<file path="src/verilog/fp_arith_pkg.sv">
// fixed-point arithmetic unit shared widths, word types and enums
package fp_arith_pkg;

  // operand and result width
  localparam int DATA_WIDTH = 32;

  // binary point position used when the top level does not override it
  localparam int DEFAULT_FRAC_WIDTH = 16;

  // counts up to DATA_WIDTH plus the widest legal FRAC_WIDTH
  localparam int DIV_COUNT_WIDTH = $clog2(2 * DATA_WIDTH);

  typedef logic [DATA_WIDTH-1:0]   fp_word_t;  // one fixed-point word
  typedef logic [2*DATA_WIDTH-1:0] fp_wide_t;  // full product or scaled dividend

  typedef logic [DIV_COUNT_WIDTH-1:0] div_count_t;

  typedef enum logic [1:0] {
    op_add = 2'b00,
    op_sub = 2'b01,
    op_mul = 2'b10,
    op_div = 2'b11
  } fp_op_e;

  typedef enum logic [1:0] {
    div_idle   = 2'b00,
    div_run    = 2'b01,
    div_finish = 2'b10
  } div_state_e;

endpackage

</file>
<file path="src/verilog/fp_operand_if.sv">
// operand interface, carries one decoded request into the processing side
interface fp_operand_if;
  import fp_arith_pkg::*;

  logic     valid;   // one-cycle pulse per request
  fp_op_e   op;
  fp_word_t a_word;  // raw word for add/sub, magnitude for mul/div
  fp_word_t b_word;
  logic     neg_q;   // quotient or product comes out negated
  logic     neg_r;   // remainder comes out negated

  modport src (
    output valid,
    output op,
    output a_word,
    output b_word,
    output neg_q,
    output neg_r
  );

  modport dst (
    input valid,
    input op,
    input a_word,
    input b_word,
    input neg_q,
    input neg_r
  );

endinterface

</file>
<file path="src/verilog/fp_result_if.sv">
// result interface, carries raw results and sign flags to the output side
interface fp_result_if;
  import fp_arith_pkg::*;

  logic     valid;      // one-cycle pulse
  fp_word_t value;      // sum, difference, product or quotient
  fp_word_t rem_value;  // zero unless a division finished
  logic     neg_q;
  logic     neg_r;

  modport src (
    output valid,
    output value,
    output rem_value,
    output neg_q,
    output neg_r
  );

  modport dst (
    input valid,
    input value,
    input rem_value,
    input neg_q,
    input neg_r
  );

endinterface

</file>
<file path="src/verilog/fp_mult_pipe.sv">
// three-stage magnitude multiplier, product realigned to the binary point
module fp_mult_pipe #(
  parameter int FRAC_WIDTH = fp_arith_pkg::DEFAULT_FRAC_WIDTH
) (
  input  logic                   clk,
  input  logic                   rst_n,
  input  logic                   in_valid,
  input  fp_arith_pkg::fp_word_t a_mag,
  input  fp_arith_pkg::fp_word_t b_mag,
  output logic                   out_valid,
  output fp_arith_pkg::fp_word_t product
);
  import fp_arith_pkg::*;

  fp_word_t a_q;
  fp_word_t b_q;
  fp_wide_t prod_q;
  logic     s1_valid;
  logic     s2_valid;

  always_ff @(posedge clk or negedge rst_n) begin
    if (!rst_n) begin
      s1_valid  <= 1'b0;
      s2_valid  <= 1'b0;
      out_valid <= 1'b0;
    end else begin
      s1_valid  <= in_valid;
      s2_valid  <= s1_valid;
      out_valid <= s2_valid;
    end
  end

  always_ff @(posedge clk) begin
    // stage one, operands
    if (in_valid) begin
      a_q <= a_mag;
      b_q <= b_mag;
    end
    // stage two, full double-width product
    if (s1_valid) begin
      prod_q <= fp_wide_t'(a_q) * fp_wide_t'(b_q);
    end
    if (s2_valid) begin
      product <= prod_q[FRAC_WIDTH +: DATA_WIDTH];  // drop low fraction bits
    end
  end

endmodule

</file>
<file path="src/verilog/fp_div_iter.sv">
// restoring shift-subtract divider on the dividend scaled by 2^FRAC_WIDTH
module fp_div_iter #(
  parameter int FRAC_WIDTH = fp_arith_pkg::DEFAULT_FRAC_WIDTH
) (
  input  logic                   clk,
  input  logic                   rst_n,
  input  logic                   start,
  input  fp_arith_pkg::fp_word_t dividend,
  input  fp_arith_pkg::fp_word_t divisor,
  output logic                   out_valid,
  output fp_arith_pkg::fp_word_t quotient,
  output fp_arith_pkg::fp_word_t remainder
);
  import fp_arith_pkg::*;

  // one step per bit of the scaled dividend
  localparam int ITERATIONS = DATA_WIDTH + FRAC_WIDTH;

  div_state_e          state;
  div_count_t          count;
  fp_word_t            divisor_q;
  fp_word_t            acc;        // partial remainder
  fp_wide_t            shreg;      // dividend bits leave the top, quotient bits enter below
  logic [DATA_WIDTH:0] trial;
  logic                q_bit;
  fp_word_t            acc_next;
  logic                last_step;

  assign trial     = {acc, shreg[ITERATIONS-1]};
  assign q_bit     = (trial >= {1'b0, divisor_q});
  assign acc_next  = q_bit ? fp_word_t'(trial - {1'b0, divisor_q}) : trial[DATA_WIDTH-1:0];
  assign last_step = (count == div_count_t'(ITERATIONS - 1));

  always_ff @(posedge clk or negedge rst_n) begin
    if (!rst_n) begin
      state <= div_idle;
      count <= '0;
    end else begin
      case (state)
        div_idle: begin
          if (start) begin
            state <= div_run;
            count <= '0;
          end
        end
        div_run: begin
          count <= count + 1'b1;
          if (last_step) begin
            state <= div_finish;
          end
        end
        div_finish: state <= div_idle;  // result shown for one cycle
        default:    state <= div_idle;
      endcase
    end
  end

  always_ff @(posedge clk) begin
    if (state == div_idle && start) begin
      divisor_q <= divisor;
      acc       <= '0;
      shreg     <= fp_wide_t'(dividend) << FRAC_WIDTH;
    end else if (state == div_run) begin
      acc   <= acc_next;
      shreg <= {shreg[2*DATA_WIDTH-2:0], q_bit};
    end
  end

  // quotient may be wider than a word, only the low word is kept
  assign out_valid = (state == div_finish);
  assign quotient  = shreg[DATA_WIDTH-1:0];
  assign remainder = acc;

endmodule

</file>
<file path="src/verilog/fp_operand_stage.sv">
// request side of the arithmetic unit, takes go, tracks busy and registers operands
module fp_operand_stage #(
  parameter int FRAC_WIDTH = fp_arith_pkg::DEFAULT_FRAC_WIDTH
) (
  input  logic                   clk,
  input  logic                   rst_n,
  input  logic                   go,
  input  fp_arith_pkg::fp_op_e   op,
  input  logic                   is_signed,
  input  fp_arith_pkg::fp_word_t left,
  input  fp_arith_pkg::fp_word_t right,
  input  logic                   retire,
  output logic                   busy,
  fp_operand_if.src              opnd
);
  import fp_arith_pkg::*;

  logic     busy_q;
  logic     accept;
  logic     use_mag;
  logic     sign_l;
  logic     sign_r;
  fp_word_t left_mag;
  fp_word_t right_mag;

  // binary point has to sit inside the word
  if (FRAC_WIDTH < 0 || FRAC_WIDTH >= DATA_WIDTH) begin : g_frac_range
    $error("FRAC_WIDTH out of range for the data width");
  end

  assign accept = go && !busy;
  assign busy   = busy_q && !retire;  // low again in the done cycle

  always_ff @(posedge clk or negedge rst_n) begin
    if (!rst_n) begin
      busy_q     <= 1'b0;
      opnd.valid <= 1'b0;
    end else begin
      opnd.valid <= accept;
      if (accept) begin
        busy_q <= 1'b1;
      end else if (retire) begin
        busy_q <= 1'b0;
      end
    end
  end

  // signed mul/div run on magnitudes, the sign is put back at the end
  assign use_mag   = is_signed && (op == op_mul || op == op_div);
  assign sign_l    = left[DATA_WIDTH-1];
  assign sign_r    = right[DATA_WIDTH-1];
  assign left_mag  = sign_l ? -left : left;
  assign right_mag = sign_r ? -right : right;

  always_ff @(posedge clk) begin
    if (accept) begin
      opnd.op <= op;
      if (use_mag) begin
        opnd.a_word <= left_mag;
        opnd.b_word <= right_mag;
        opnd.neg_q  <= sign_l ^ sign_r;
        opnd.neg_r  <= sign_l;  // remainder follows the dividend
      end else begin
        opnd.a_word <= left;
        opnd.b_word <= right;
        opnd.neg_q  <= 1'b0;
        opnd.neg_r  <= 1'b0;
      end
    end
  end

endmodule

</file>
<file path="src/verilog/fp_exec.sv">
// processing side, registered add/sub plus dispatch to multiplier and divider
module fp_exec #(
  parameter int FRAC_WIDTH = fp_arith_pkg::DEFAULT_FRAC_WIDTH
) (
  input  logic      clk,
  input  logic      rst_n,
  fp_operand_if.dst opnd,
  fp_result_if.src  res
);
  import fp_arith_pkg::*;

  logic     addsub_valid;
  fp_word_t addsub_q;
  logic     neg_q_q;
  logic     neg_r_q;
  logic     mul_start;
  logic     div_start;
  logic     mul_valid;
  logic     div_valid;
  fp_word_t mul_product;
  fp_word_t div_quotient;
  fp_word_t div_remainder;

  assign mul_start = opnd.valid && (opnd.op == op_mul);
  assign div_start = opnd.valid && (opnd.op == op_div);

  always_ff @(posedge clk or negedge rst_n) begin
    if (!rst_n) begin
      addsub_valid <= 1'b0;
    end else begin
      addsub_valid <= opnd.valid && (opnd.op == op_add || opnd.op == op_sub);
    end
  end

  // add/sub wrap, sign flags ride along until the unit finishes
  always_ff @(posedge clk) begin
    if (opnd.valid) begin
      addsub_q <= (opnd.op == op_sub) ? opnd.a_word - opnd.b_word
                                      : opnd.a_word + opnd.b_word;
      neg_q_q  <= opnd.neg_q;
      neg_r_q  <= opnd.neg_r;
    end
  end

  fp_mult_pipe #(
    .FRAC_WIDTH(FRAC_WIDTH)
  ) mult_i (
    .clk      (clk),
    .rst_n    (rst_n),
    .in_valid (mul_start),
    .a_mag    (opnd.a_word),
    .b_mag    (opnd.b_word),
    .out_valid(mul_valid),
    .product  (mul_product)
  );

  fp_div_iter #(
    .FRAC_WIDTH(FRAC_WIDTH)
  ) div_i (
    .clk      (clk),
    .rst_n    (rst_n),
    .start    (div_start),
    .dividend (opnd.a_word),
    .divisor  (opnd.b_word),
    .out_valid(div_valid),
    .quotient (div_quotient),
    .remainder(div_remainder)
  );

  assign res.valid = addsub_valid || mul_valid || div_valid;
  assign res.neg_q = neg_q_q;
  assign res.neg_r = neg_r_q;

  always_comb begin
    res.value     = addsub_q;
    res.rem_value = '0;
    if (div_valid) begin
      res.value     = div_quotient;
      res.rem_value = div_remainder;
    end else if (mul_valid) begin
      res.value = mul_product;
    end
  end

endmodule

</file>
<file path="src/verilog/fp_result_stage.sv">
// output side, restores signs, registers the result and pulses done
module fp_result_stage (
  input  logic                   clk,
  input  logic                   rst_n,
  fp_result_if.dst               res,
  output logic                   retire,
  output logic                   done,
  output fp_arith_pkg::fp_word_t result,
  output fp_arith_pkg::fp_word_t remainder
);
  import fp_arith_pkg::*;

  fp_word_t value_signed;
  fp_word_t rem_signed;

  // two's complement negation where the operand stage asked for it
  assign value_signed = res.neg_q ? -res.value : res.value;
  assign rem_signed   = res.neg_r ? -res.rem_value : res.rem_value;

  always_ff @(posedge clk or negedge rst_n) begin
    if (!rst_n) begin
      done      <= 1'b0;
      result    <= '0;
      remainder <= '0;
    end else begin
      done <= res.valid;
      if (res.valid) begin
        result    <= value_signed;
        remainder <= rem_signed;  // held until the next done
      end
    end
  end

  // the request side frees up on the same cycle done is seen
  assign retire = done;

endmodule

</file>
<file path="src/verilog/fp_arith_unit.sv">
// fixed-point arithmetic unit top, add/sub/mul/div with a go/done handshake
module fp_arith_unit #(
  parameter int FRAC_WIDTH = fp_arith_pkg::DEFAULT_FRAC_WIDTH
) (
  input  logic                   clk,
  input  logic                   rst_n,
  input  logic                   go,
  input  fp_arith_pkg::fp_op_e   op,
  input  logic                   is_signed,
  input  fp_arith_pkg::fp_word_t left,
  input  fp_arith_pkg::fp_word_t right,
  output logic                   busy,
  output logic                   done,
  output fp_arith_pkg::fp_word_t result,
  output fp_arith_pkg::fp_word_t remainder
);

  logic retire;  // result stage back to request side

  fp_operand_if opnd_if ();
  fp_result_if  res_if ();

  fp_operand_stage #(
    .FRAC_WIDTH(FRAC_WIDTH)
  ) operand_i (
    .clk      (clk),
    .rst_n    (rst_n),
    .go       (go),
    .op       (op),
    .is_signed(is_signed),
    .left     (left),
    .right    (right),
    .retire   (retire),
    .busy     (busy),
    .opnd     (opnd_if.src)
  );

  fp_exec #(
    .FRAC_WIDTH(FRAC_WIDTH)
  ) exec_i (
    .clk  (clk),
    .rst_n(rst_n),
    .opnd (opnd_if.dst),
    .res  (res_if.src)
  );

  fp_result_stage result_i (
    .clk      (clk),
    .rst_n    (rst_n),
    .res      (res_if.dst),
    .retire   (retire),
    .done     (done),
    .result   (result),
    .remainder(remainder)
  );

endmodule

</file>
<file path="config.mk">
export PLATFORM = sky130hd
export DESIGN_NAME = fp_arith_unit
export DESIGN_NICKNAME = d
export VERILOG_FILES = /design/src/verilog/fp_arith_pkg.sv /design/src/verilog/fp_operand_if.sv /design/src/verilog/fp_result_if.sv /design/src/verilog/fp_mult_pipe.sv /design/src/verilog/fp_div_iter.sv /design/src/verilog/fp_operand_stage.sv /design/src/verilog/fp_exec.sv /design/src/verilog/fp_result_stage.sv /design/src/verilog/fp_arith_unit.sv
export SDC_FILE = /design/constraint.sdc
export NUM_CORES = 2
export LEC_CHECK = 0
export BUFFER_PORTS_ARGS = -buffer_cell sky130_fd_sc_hd__buf_4
export CAP_MARGIN = 25
export CORE_ASPECT_RATIO = 0.7
export CORE_MARGIN = 4
export CORE_UTILIZATION = 59
export CTS_CLUSTER_DIAMETER = 200
export DETAILED_ROUTE_END_ITERATION = 6
export PLACE_DENSITY_LB_ADDON = 0.2
export SYNTH_ARGS = -nofsm -noshare
export SYNTH_HDL_FRONTEND = slang
export SYNTH_SLANG_ARGS = --single-unit
</file>
<file path="constraint.sdc">
create_clock -name clk -period 6.8 [get_ports clk]
set_input_delay 0.34 -clock clk [delete_from_list [all_inputs] [get_ports clk]]
set_output_delay 0.34 -clock clk [all_outputs]
set_load 0.1 [all_outputs]
</file>
==> flow_summary.yaml <==
timing:
  relSlewSlack: 0.2617
  hold_violations: 0
  setup_ws_ns: -0.4786
  fmax_mhz: 137.4
  rsz0062_at_grt: "true"
  final.min_clock_period_ns: 7.279
  fin_crit_sh: 1.070
  setup_violations: 22
  finClkSkew_ns: 0.02228
  setup_tns_ns: -6.443
  slew_violations: 0
  hold-worst-slack_ns: 0.03356
  worstMarginPinSlew_ns: 1.107
setup_path:
  rrSetupSlack_ns: -0.48
  critPathCaptureType: "flip-flop"
  cp_top_family: "adder cells"
  critical_path_class: "reg2reg"
  cp_max_fo: 6
  crit_start: "exec_i.mult_i.b_q[10]$_DFFE_PP_"
  critPathArrivalTime_ns: 7.58
  slowest_delay_ns: 0.57
  start_kind: "flip-flop"
  slowest_stage: "fa_1"
  regToRegStartpoint: "exec_i.mult_i.b_q[10]$_DFFE_PP_"
  critPathBufInv: 7
  crit_required_ns: 7.10
  cpMostUsedCell: "fa_1"
placement:
  gp_congestion: 0.9553
  placed_area_sq_mm: 0.05302
  portBuffers: 135
  placedCellCount: 6226
  hpwl_um: 106400
  place_ws_ns: -0.5260
synth:
  synth_top_family_by_area: "adder cells"
  synth_top_area_frac: 0.3219
  synthTopCellsByCount: "855 x inv_1, 780 x fa_1, 645 x nand2_1, 513 x and2_1, 294 x edfxtp_1"
  synth_mux_area_frac: 0.01117
  ys_warn_count: 0
  ys_seq_area_frac: 0.2426
  synth_area_leaders: "fa_1 32%, edfxtp_1 18%, and2_1 6.6%"
  ys_ff_latch: 421
  netlist_area_sq_mm: 0.04851
  ys_types: 84
  synthAdderAreaFrac: 0.3843
  synth_most_common_cell: "inv_1"
  syn_area_per_cell_sq_um: 9.790
  synth_compound_area_frac: 0.07310
  async_flop_share: 0.1876
  yosysTopAreaCell: "fa_1"
  syn_inst: 4955
  synth_edf_count: 294
  synth_nets: 6047
  dominantRegCellSynth: "edfxtp_1"
  synthSimpleGateAreaFrac: 0.1588
  synthXorXnorAreaFrac: 0.04441
route:
  firstDrtPassIters: 6
  wl_um: 130600
  wl_met2_um: 58330
  wl_met3_um: 13100
  maxUsedRoutingLayer: "met4"
  met1_length_um: 56520
  viasPerCell: 5.639
  drtAntennaViolNets: 0
  drc: 0
  dr.first_iter.drc_count: 3370
  vias: 35760
  route.detailed.wl_per_inst_um: 20.60
cells_and_area:
  fin_nets: 6335
  final_core_util: 0.6819
  syn_to_final_growth_pct: 13.84
  drive_above_1_share: 0.1329
  final_cells: 6341
  diodes: 0
  stdcell_area_sq_mm: 0.05522
pwr:
  peakVddDrop_v: 0.0001594
  power.total_mw: 5.196
  leakagePower_nw: 25.28
  power_density_mw_per_mm2: 94.09
clock_tree:
  clockBufferDepth: 3
  cts_num_sinks: 421
  cts_buffers: 41
  cts.clk_slew.worst_paths_ns: 0.07
  root_buffer: "clkbuf_16"
  clk-insertion-delay-late_ns: 0.56
  cts_tree: "built"
  cts_htree_levels: 2
die:
  die_w_um: 350.7
  die_area_sq_mm: 0.08695
  chipHeight_um: 247.9
  start_util: 0.5990
  core_area_sq_mm: 0.08099
  rows: 87
  io_pins: 136
job:
  cap_violations: 0
run_status:
  violations: "negative setup slack"
  status: "finished with violations"
global_routing:
  grt_pass1_wl_um: 207500
  grt_max_degree: 86
  overflow: 0
  antenna_found_initial: 1
  track_usage: 0.3082
  grt_pass1_vias: 36490
worst_hold_path:
  min-delay-path-class: "in2reg"
  holdCritStartpoint: "left[0]"
==> area by class of cell <==
cell class / instances / area [sq um]
clock inverter: 24 / 225.2
inverter: 855 / 3209
timing repair buffer: 486 / 4434
sequential: 421 / 11770
tap: 1068 / 1336
multi-input combinational: 3438 / 33140
clock buffer: 49 / 1107
fill: 6214 / 25760
==> sequential cells by signal (all words and copies together) (netlist names), 2 cells and up <==
signal,count
exec_i.div_i.shreg,48
exec_i.addsub_q,32
exec_i.div_i.divisor_q,32
exec_i.div_i.remainder,32
exec_i.mult_i.a_q,32
exec_i.mult_i.b_q,32
exec_i.mult_i.prod_q,32
exec_i.mult_i.product,32
operand_i.opnd.a_word,32
operand_i.opnd.b_word,32
result_i.remainder,32
result_i.result,32
exec_i.div_i.count,6
exec_i.div_i.state,2
operand_i.opnd.op,2
==> cells in the final DEF, fill, tap and decap left out, types with 14 or more instances in the layout <==
cell type and instances:
nand4_1 14, o21ai_1 21, ha_4 15, dfrtp_1 78, nand2b_1 28, and3_1 17
dfxtp_1 48, clkbuf_16 43, nor2_1 149, nor3_1 32, o31ai_1 17, nor2b_1 18
a21o_1 48, buf_6 24, nor4_1 15, inv_1 838, mux2i_1 53, a21oi_1 141
buf_4 403, fa_2 27, buf_12 50, a22o_1 31, and2_4 19, edfxtp_1 294
xor2_1 83, xnor2_1 162, inv_2 17, fa_1 753, o21a_1 16, nand2_1 643
nand3_1 46, ha_1 225, and2_1 494, o21ai_0 170
==> layer usage <==
layer,track usage,up-vias
li1,-,16040
met1,0.4626,18050
met2,0.4734,1495
met3,0.06005,176
met4,0.05991,0
met5,0,-
==> kinds of logic after synthesis <==
logic type,after synthesis
buffers and inverters,1096
AOI/OAI and AO/OA,567
xor gates and xnor gates,246
and+or+nand+nor,1549
muxes,54
DFF,421
adders and majority gates,1022
==> timing repair <==
item	in CTS	in global routing
endpoints found under the hold margin	23	0
buffers inserted	29	7
hold buffers	4	0
pin swaps	81	37
gates cloned	1	1
setup endpoints to repair	24	28
resized for setup	104	26
==> where the power goes <==
| part | switching [mW] | internal (mW) | total [mW] |
|---|---|---|---|
| combinational | 0.0669 | 0.0524 | 0.119 |
| sequential | 0 | 2.72 | 2.72 |
| clock | 1.06 | 1.29 | 2.35 |
| total | 1.13 | 4.07 | 5.20 |
==> path summary, 6_finish.rpt <==
kind                                                       end  cells after the start
max                         exec_i.mult_i.prod_q[46]$_DFFE_PP_                     26
min                         operand_i.opnd.a_word[0]$_DFFE_PP_                      1
max reg2reg                 exec_i.mult_i.prod_q[46]$_DFFE_PP_                     26
min reg2reg                exec_i.mult_i.product[16]$_DFFE_PP_                      0
max in group asynchronous    exec_i.mult_i.out_valid$_DFF_PN0_                      3
min in group asynchronous   result_i.remainder[27]$_DFFE_PN0P_                      2
(Power assumes the default switching activity.)
